## config.mk

```make
export PLATFORM = sky130hd
export DESIGN_NAME = ds_block_top
export DESIGN_NICKNAME = d
export VERILOG_FILES = /design/src/source/ds_pkg.sv /design/src/source/ds_block_top.sv /design/src/source/pw_conv.sv /design/src/source/dw_conv.sv /design/src/source/window_buffer.sv
export SDC_FILE = /design/constraint.sdc
export NUM_CORES = 2
export LEC_CHECK = 0
export ABC_CLOCK_PERIOD_IN_PS = 7900
export BUFFER_PORTS_ARGS = -buffer_cell sky130_fd_sc_hd__buf_2
export CELL_PAD_IN_SITES_DETAIL_PLACEMENT = 0
export CELL_PAD_IN_SITES_GLOBAL_PLACEMENT = 1
export CORE_ASPECT_RATIO = 2
export CORE_UTILIZATION = 40
export CTS_CLUSTER_DIAMETER = 60
export DETAILED_ROUTE_END_ITERATION = 6
export PLACE_DENSITY_LB_ADDON = 0.2
export SYNTH_ARGS = -nofsm -noshare
export SYNTH_HDL_FRONTEND = slang
export SYNTH_SLANG_ARGS = --single-unit
```

## constraint.sdc

```tcl
create_clock -name clk -period 7.9 [get_ports clk]
set_input_delay 1.58 -clock clk [delete_from_list [all_inputs] [get_ports clk]]
set_output_delay 1.58 -clock clk [all_outputs]
set_load 0.1 [all_outputs]
```

## src/source/ds_pkg.sv

```systemverilog
`default_nettype none

package ds_pkg;

    localparam int ACT_W = 16;
    localparam int WGT_W = 8;
    localparam int ACC_W = 32;
    localparam int NCH = 2;
    localparam int NOUT = 4;
    // The window logic in window_buffer only handles a 3x3 kernel
    localparam int KER = 3;
    localparam int FRAC_BITS = 6;

    typedef logic signed [ACT_W-1:0] act_t;
    typedef logic signed [ACC_W-1:0] acc_t;

    typedef enum logic [1:0] {
        WB_IDLE,
        WB_RUN,
        WB_DRAIN
    } wb_state_t;

    // Tap k runs 0..8 in raster order over the window
    function automatic logic signed [WGT_W-1:0] dw_weight(input int c, input int k);
        return WGT_W'(((c * KER * KER + k) * 37) % 15 - 7);
    endfunction

    function automatic logic signed [WGT_W-1:0] pw_weight(input int o, input int c);
        return WGT_W'(((o * NCH + c) * 23) % 13 - 6);
    endfunction

    // Fixed-point rescale followed by ReLU and saturation to the activation range
    function automatic act_t round_clip(input acc_t acc);
        acc_t shifted;
        shifted = acc >>> FRAC_BITS;
        if (shifted < 0) begin
            return '0;
        end
        if (shifted > 32767) begin
            return 16'sd32767;
        end
        return act_t'(shifted);
    endfunction

endpackage

`default_nettype wire
```

## src/source/ds_block_top.sv

```systemverilog
`timescale 1ns/1ps
`default_nettype none

module ds_block_top #(
    parameter int IMG_W  = 6,
    parameter int IMG_H  = 5,
    parameter int STRIDE = 1
) (
    input  wire                                    clk,
    input  wire                                    rstn,
    input  wire                                    in_valid,
    input  wire  [ds_pkg::NCH*ds_pkg::ACT_W-1:0]   in_pix,
    output logic                                   out_valid,
    output logic [ds_pkg::NOUT*ds_pkg::ACT_W-1:0]  out_pix
);

    localparam int PIX_W = ds_pkg::NCH * ds_pkg::ACT_W;
    localparam int WIN_W = PIX_W * ds_pkg::KER * ds_pkg::KER;
    localparam int OUT_W = ds_pkg::NOUT * ds_pkg::ACT_W;

    logic             pix_valid;
    logic [PIX_W-1:0] pix;
    logic             win_valid;
    logic [WIN_W-1:0] win;
    logic             dw_valid;
    logic [PIX_W-1:0] dw_act;
    logic             pw_valid;
    logic [OUT_W-1:0] pw_act;

    always_ff @(posedge clk or negedge rstn) begin
        if (!rstn) begin
            pix_valid <= 1'b0;
            pix       <= '0;
        end else begin
            pix_valid <= in_valid;
            pix       <= in_pix;
        end
    end

    window_buffer #(
        .IMG_W  (IMG_W),
        .IMG_H  (IMG_H),
        .STRIDE (STRIDE)
    ) u_window_buffer (
        .clk       (clk),
        .rstn      (rstn),
        .pix_valid (pix_valid),
        .pix       (pix),
        .win_valid (win_valid),
        .win       (win)
    );

    dw_conv u_dw_conv (
        .clk       (clk),
        .rstn      (rstn),
        .win_valid (win_valid),
        .win       (win),
        .dw_valid  (dw_valid),
        .dw_act    (dw_act)
    );

    pw_conv u_pw_conv (
        .clk      (clk),
        .rstn     (rstn),
        .dw_valid (dw_valid),
        .dw_act   (dw_act),
        .pw_valid (pw_valid),
        .pw_act   (pw_act)
    );

    always_ff @(posedge clk or negedge rstn) begin
        if (!rstn) begin
            out_valid <= 1'b0;
            out_pix   <= '0;
        end else begin
            out_valid <= pw_valid;
            out_pix   <= pw_act;
        end
    end

endmodule

`default_nettype wire

```

## src/source/pw_conv.sv

```systemverilog
`timescale 1ns/1ps
`default_nettype none

module pw_conv (
    input  wire                                    clk,
    input  wire                                    rstn,
    input  wire                                    dw_valid,
    input  wire  [ds_pkg::NCH*ds_pkg::ACT_W-1:0]   dw_act,
    output logic                                   pw_valid,
    output logic [ds_pkg::NOUT*ds_pkg::ACT_W-1:0]  pw_act
);

    localparam int ACT_W = ds_pkg::ACT_W;
    localparam int NCH   = ds_pkg::NCH;
    localparam int NOUT  = ds_pkg::NOUT;

    logic         prod_valid;
    ds_pkg::acc_t prod [NOUT][NCH];
    ds_pkg::acc_t sum [NOUT];

    // Every output channel sees every input channel
    always_ff @(posedge clk or negedge rstn) begin
        if (!rstn) begin
            prod_valid <= 1'b0;
            for (int o = 0; o < NOUT; o++) begin
                for (int c = 0; c < NCH; c++) begin
                    prod[o][c] <= '0;
                end
            end
        end else begin
            prod_valid <= dw_valid;
            for (int o = 0; o < NOUT; o++) begin
                for (int c = 0; c < NCH; c++) begin
                    prod[o][c] <= ds_pkg::acc_t'($signed(dw_act[c * ACT_W +: ACT_W]))
                                * ds_pkg::acc_t'(ds_pkg::pw_weight(o, c));
                end
            end
        end
    end

    always_comb begin
        for (int o = 0; o < NOUT; o++) begin
            sum[o] = '0;
            for (int c = 0; c < NCH; c++) begin
                sum[o] = sum[o] + prod[o][c];
            end
        end
    end

    always_ff @(posedge clk or negedge rstn) begin
        if (!rstn) begin
            pw_valid <= 1'b0;
            pw_act   <= '0;
        end else begin
            pw_valid <= prod_valid;
            for (int o = 0; o < NOUT; o++) begin
                pw_act[o * ACT_W +: ACT_W] <= ds_pkg::round_clip(sum[o]);
            end
        end
    end

endmodule

`default_nettype wire

```

## src/source/dw_conv.sv

```systemverilog
`timescale 1ns/1ps
`default_nettype none

module dw_conv (
    input  wire                                                   clk,
    input  wire                                                   rstn,
    input  wire                                                   win_valid,
    input  wire  [ds_pkg::NCH*ds_pkg::KER*ds_pkg::KER*ds_pkg::ACT_W-1:0] win,
    output logic                                                  dw_valid,
    output logic [ds_pkg::NCH*ds_pkg::ACT_W-1:0]                  dw_act
);

    localparam int ACT_W = ds_pkg::ACT_W;
    localparam int NCH   = ds_pkg::NCH;
    localparam int NTAP  = ds_pkg::KER * ds_pkg::KER;

    logic         prod_valid;
    ds_pkg::acc_t prod [NCH][NTAP];
    ds_pkg::acc_t sum [NCH];

    // Stage 1 multiplies every tap by its channel's own weight
    always_ff @(posedge clk or negedge rstn) begin
        if (!rstn) begin
            prod_valid <= 1'b0;
            for (int c = 0; c < NCH; c++) begin
                for (int k = 0; k < NTAP; k++) begin
                    prod[c][k] <= '0;
                end
            end
        end else begin
            prod_valid <= win_valid;
            for (int c = 0; c < NCH; c++) begin
                for (int k = 0; k < NTAP; k++) begin
                    prod[c][k] <= ds_pkg::acc_t'($signed(win[(c * NTAP + k) * ACT_W +: ACT_W]))
                                * ds_pkg::acc_t'(ds_pkg::dw_weight(c, k));
                end
            end
        end
    end

    always_comb begin
        for (int c = 0; c < NCH; c++) begin
            sum[c] = '0;
            for (int k = 0; k < NTAP; k++) begin
                sum[c] = sum[c] + prod[c][k];
            end
        end
    end

    always_ff @(posedge clk or negedge rstn) begin
        if (!rstn) begin
            dw_valid <= 1'b0;
            dw_act   <= '0;
        end else begin
            dw_valid <= prod_valid;
            for (int c = 0; c < NCH; c++) begin
                dw_act[c * ACT_W +: ACT_W] <= ds_pkg::round_clip(sum[c]);
            end
        end
    end

endmodule

`default_nettype wire

```

## src/source/window_buffer.sv

```systemverilog
`timescale 1ns/1ps
`default_nettype none

module window_buffer #(
    parameter int IMG_W  = 6,
    parameter int IMG_H  = 5,
    parameter int STRIDE = 1
) (
    input  wire                                                   clk,
    input  wire                                                   rstn,
    input  wire                                                   pix_valid,
    input  wire  [ds_pkg::NCH*ds_pkg::ACT_W-1:0]                  pix,
    output logic                                                  win_valid,
    output logic [ds_pkg::NCH*ds_pkg::KER*ds_pkg::KER*ds_pkg::ACT_W-1:0] win
);

    localparam int ACT_W = ds_pkg::ACT_W;
    localparam int PIX_W = ds_pkg::NCH * ACT_W;
    localparam int KER   = ds_pkg::KER;
    localparam int WIN_W = ds_pkg::NCH * KER * KER * ACT_W;
    localparam int CW    = $clog2(IMG_W + 1);
    localparam int RW    = $clog2(IMG_H + 2);

    ds_pkg::wb_state_t state;
    logic [CW-1:0]     wr_col;
    logic [RW-1:0]     wr_row;
    logic [PIX_W-1:0]  line0 [IMG_W];
    logic [PIX_W-1:0]  line1 [IMG_W];
    logic [PIX_W-1:0]  sw [KER][KER];
    logic [PIX_W-1:0]  nxt [KER][KER];
    logic [PIX_W-1:0]  wr_pix;
    logic              wr_en;
    logic              last_real;
    logic              last_drain;
    logic [RW-1:0]     cen_row;
    logic [CW-1:0]     cen_col;
    logic              row_ok;
    logic              stride_ok;
    logic              emit;
    logic              top_pad;
    logic              left_pad;
    logic              right_pad;
    logic [WIN_W-1:0]  win_d;

    // During the drain zero pixels stand in for the row below the image
    assign wr_en  = (state == ds_pkg::WB_DRAIN) || pix_valid;
    assign wr_pix = (state == ds_pkg::WB_DRAIN) ? '0 : pix;

    assign last_real  = (wr_row == RW'(IMG_H - 1)) && (wr_col == CW'(IMG_W - 1));
    assign last_drain = (wr_row == RW'(IMG_H + 1)) && (wr_col == '0);

    // A write at column 0 completes the right-edge window centred two rows up
    assign cen_row = (wr_col == '0) ? wr_row - RW'(2) : wr_row - RW'(1);
    assign cen_col = (wr_col == '0) ? CW'(IMG_W - 1) : wr_col - CW'(1);
    assign row_ok  = (wr_col == '0) ? (wr_row >= RW'(2)) : (wr_row != '0);

    assign stride_ok = ((int'(cen_row) % STRIDE) == 0) && ((int'(cen_col) % STRIDE) == 0);
    assign emit      = wr_en && row_ok && stride_ok;

    assign top_pad   = (cen_row == '0);
    assign left_pad  = (wr_col == CW'(1));
    assign right_pad = (wr_col == '0);

    // The window shifts left and takes the column {row-2, row-1, row} at wr_col
    always_comb begin
        for (int r = 0; r < KER; r++) begin
            nxt[r][0] = sw[r][1];
            nxt[r][1] = sw[r][2];
        end
        nxt[0][2] = line1[wr_col];
        nxt[1][2] = line0[wr_col];
        nxt[2][2] = wr_pix;
    end

    always_comb begin
        for (int ch = 0; ch < ds_pkg::NCH; ch++) begin
            for (int r = 0; r < KER; r++) begin
                for (int c = 0; c < KER; c++) begin
                    if ((r == 0 && top_pad) || (c == 0 && left_pad) ||
                        (c == KER - 1 && right_pad)) begin
                        win_d[((ch * KER + r) * KER + c) * ACT_W +: ACT_W] = '0;
                    end else begin
                        win_d[((ch * KER + r) * KER + c) * ACT_W +: ACT_W] =
                            nxt[r][c][ch * ACT_W +: ACT_W];
                    end
                end
            end
        end
    end

    always_ff @(posedge clk or negedge rstn) begin
        if (!rstn) begin
            state  <= ds_pkg::WB_IDLE;
            wr_col <= '0;
            wr_row <= '0;
        end else begin
            case (state)
                ds_pkg::WB_IDLE: begin
                    if (pix_valid) begin
                        state <= ds_pkg::WB_RUN;
                    end
                end
                ds_pkg::WB_RUN: begin
                    if (pix_valid && last_real) begin
                        state <= ds_pkg::WB_DRAIN;
                    end
                end
                default: begin
                    if (last_drain) begin
                        state <= ds_pkg::WB_IDLE;
                    end
                end
            endcase
            if (wr_en) begin
                if (state == ds_pkg::WB_DRAIN && last_drain) begin
                    wr_col <= '0;
                    wr_row <= '0;
                end else if (wr_col == CW'(IMG_W - 1)) begin
                    wr_col <= '0;
                    wr_row <= wr_row + RW'(1);
                end else begin
                    wr_col <= wr_col + CW'(1);
                end
            end
        end
    end

    always_ff @(posedge clk) begin
        if (wr_en) begin
            line1[wr_col] <= line0[wr_col];
            line0[wr_col] <= wr_pix;
        end
    end

    always_ff @(posedge clk or negedge rstn) begin
        if (!rstn) begin
            for (int r = 0; r < KER; r++) begin
                for (int c = 0; c < KER; c++) begin
                    sw[r][c] <= '0;
                end
            end
            win_valid <= 1'b0;
            win       <= '0;
        end else begin
            if (wr_en) begin
                sw <= nxt;
            end
            win_valid <= emit;
            if (emit) begin
                win <= win_d;
            end
        end
    end

endmodule

`default_nettype wire

```

==> impl_metrics.env <==
export IMPL_track_usage=0.196
export IMPL_worstHoldStart="u_pw_conv.pw_act[27]"
export IMPL_syn_to_final_growth_pct=11.4
export IMPL_cpLargestDelayFamily="adder cells"
export IMPL_reg2regPathDepth=19
export IMPL_start_util=0.402
export IMPL_r2r_setup_slack_ps=1090
export IMPL_core_um2=194000
export IMPL_fmax_mhz=147
export IMPL_postCtsSetupRepairBufs=0
export IMPL_ctsHoldBuffers=0
export IMPL_slowest_delay_ps=880
export IMPL_drv_slew=0
export IMPL_drcViolationCount=0
export IMPL_synth_distinct_cells=84
export IMPL_r2r_end="u_dw_conv.dw_act[1]"
export IMPL_drive_above_1_share=0.0774
export IMPL_post_route_period_util=0.862
export IMPL_cts_sinks=1493
export IMPL_rsz0062_at_grt="false"
export IMPL_h_tree_depth=4
export IMPL_fp_dieH_um=627
export IMPL_syn_instance_count=6781
export IMPL_fillers=18100
export IMPL_finalSetupTns_ps=0
export IMPL_final_antenna_net_count=0
export IMPL_fp_dieW_um=314
export IMPL_root_buffer="clkbuf_16"
export IMPL_nets=7975
export IMPL_worstPathCellList="fa_1, inv_1, fa_1, inv_1, fa_1, inv_1, fa_1, inv_1, ha_1, and2_0, and3_1, a311oi_1, o31a_1, o21ai_1, a2111oi_0, nor3_1, xor2_1, nor4_4, a31oi_1"
export IMPL_drt_first_pass_iters=5
export IMPL_ys_warn_count=0
export IMPL_wire_per_inst_um=19.7
export IMPL_final_common_cell="dfrtp_1"
export IMPL_antenna_found_initial=5
export IMPL_clk_latency_ps=830
export IMPL_synth_flop_cell="dfrtp_1"
export IMPL_grt_first_pass_wirelength_um=294000
export IMPL_synth_cell_area_um2=78100
export IMPL_slowest_stage="fa_1"
export IMPL_core_rowCount=229
export IMPL_cp_num_buf_inv=4
export IMPL_holdPathEnd="out_pix[27]"
export IMPL_cts_resized=0
export IMPL_setup_viol=0
export IMPL_hold_viol=0
export IMPL_vias=47100
export IMPL_ys_seq_area_frac=0.503
export IMPL_hp_class="register to register"
export IMPL_fin_skew_ps=54.8
export IMPL_status="finished, final reports clean"
export IMPL_period_needed_ps=6810
export IMPL_worstSetupPathType="register to register"
export IMPL_r2r_start="u_dw_conv.prod[305]"
export IMPL_grt_ovfl_total=0
export IMPL_multi_input_area_um2=34100
export IMPL_relSlewSlack=0.197
export IMPL_synthTopCellsByArea="dfrtp_1, edfxtp_1, ha_1"
export IMPL_maxCapViolCount=0
export IMPL_endpoint_kind="register"
export IMPL_final_cell_mix="dfrtp_1, inv_1, nand2_1"
export IMPL_io_pins=100
export IMPL_port_buffers=99
export IMPL_synth_seq_cells=1493
export IMPL_path_max_fanout=15
export IMPL_gp_congestion=0.843
export IMPL_synth_enable_flop_cells=384
export IMPL_cts_tree="built"
export IMPL_grt_pass1_vias=51100
export IMPL_ctsLongestPathBuffers=4
export IMPL_cts_reportedPaths_clkPinSlew_ps=70
export IMPL_drt_total_wl_um=188000
export IMPL_start_kind="register"
export IMPL_tightest_slew_ps=1200
export IMPL_seqCellArea_um2=39300
export IMPL_avgSynthCellArea_um2=11.5
export IMPL_dp_hpwl_um=139000
export IMPL_synth_top_cell_by_area="dfrtp_1"
export IMPL_drtIter0Drc=2200
export IMPL_cp_required_ps=8540
export IMPL_die_area_um2=197000
export IMPL_yosysTopAreaCellShare=0.356
export IMPL_holdPathStages=0
export IMPL_grt_max_degree=163
export IMPL_cts_made_buffers=155
export IMPL_via_per_inst=4.92
export IMPL_synthArstFlopShare=0.743
export IMPL_cp_data_arrival_time_ps=7440
-- cell families after synthesis --
family          share of synthesized area
mux                                0.0320
compound gates                     0.0815
fa+ha+maj                           0.200
simple gates                       0.0817
xor+xnor                           0.0394
other cells                     0.0000480
flops                               0.503
buf+inv                            0.0620
-- Yosys cell counts (51+ instances only) --
cell type and number:
a21o_1 69, nand3_1 64, inv_1 1097, a21oi_1 226, nand2_1 782, xnor2_1 243, edfxtp_1 384, mux4_2 64
clkbuf_1 155, fa_1 381, o21ai_0 371, a31oi_1 66, and2_1 68, nor3_1 69, nor2_1 226, mux2i_1 98
ha_1 638, xor2_1 108, dfrtp_1 1109, nor2b_1 51
-- stage by stage --
step | cell area, um2 | hold WS, ps | instances | setup slack [ps] | util
2_1_floorplan | 78100 | 331 | 6788 | 1500 | -
5_1_grt | 86900 | 350 | 9572 | 580 | 0.448
3_3_place_gp | 81800 | 332 | 9305 | 1230 | 0.421
3_5_place_dp | 81800 | 335 | 9305 | 1040 | 0.421
4_1_cts | 86900 | 346 | 9571 | 1060 | 0.448
6_report | 87000 | 345 | 9573 | 1090 | 0.448
-- sequential cells by signal (all words and copies together), names as in the netlist, 2 cells and up --
name                    count
u_window_buffer.wr_col      3
u_dw_conv.dw_act           32
pix                        32
u_pw_conv.pw_act           64
u_window_buffer.line0     192
u_window_buffer.line1     192
u_pw_conv.prod            117
out_pix                    64
u_dw_conv.prod            337
u_window_buffer.nxt       192
u_window_buffer.state       2
u_window_buffer.win       256
u_window_buffer.wr_row      3
-- final cells by class --
type                       count  area share
antenna                        2   0.0000576
clock buffer                 201      0.0499
clock inverter                65     0.00943
inverter                    1098      0.0475
multi-input combinational   4011       0.392
sequential                  1493       0.452
tap                         2541      0.0366
timing repair buffer         162      0.0123
-- worst max-delay path by stage --
stage / from / slack [ps] / depth (start not counted) / to
floorplan: u_window_buffer.state[1] / 1500 / 7 / u_window_buffer.line0[4][0]
global placement: u_dw_conv.prod[305] / 1230 / 19 / u_dw_conv.dw_act[11]
CTS: u_dw_conv.prod[305] / 1060 / 19 / u_dw_conv.dw_act[1]
detailed placement: u_dw_conv.prod[305] / 1040 / 19 / u_dw_conv.dw_act[1]
global route: u_dw_conv.prod[305] / 580 / 19 / u_dw_conv.dw_act[0]
finish: u_dw_conv.prod[305] / 1090 / 19 / u_dw_conv.dw_act[1]
-- per-layer routing --
layer / share of wire / vias to the layer above / GRT usage
li1: - / 22600 / -
met1: 0.37 / 23700 / 0.206
met2: 0.57 / 546 / 0.392
met3: 0.021 / 340 / 0.0182
met4: 0.040 / 0 / 0.0759
met5: 0 / - / 0
Power is not shown: default switching activity piles up to over one toggle a cycle in this logic, so the estimate is an artifact.
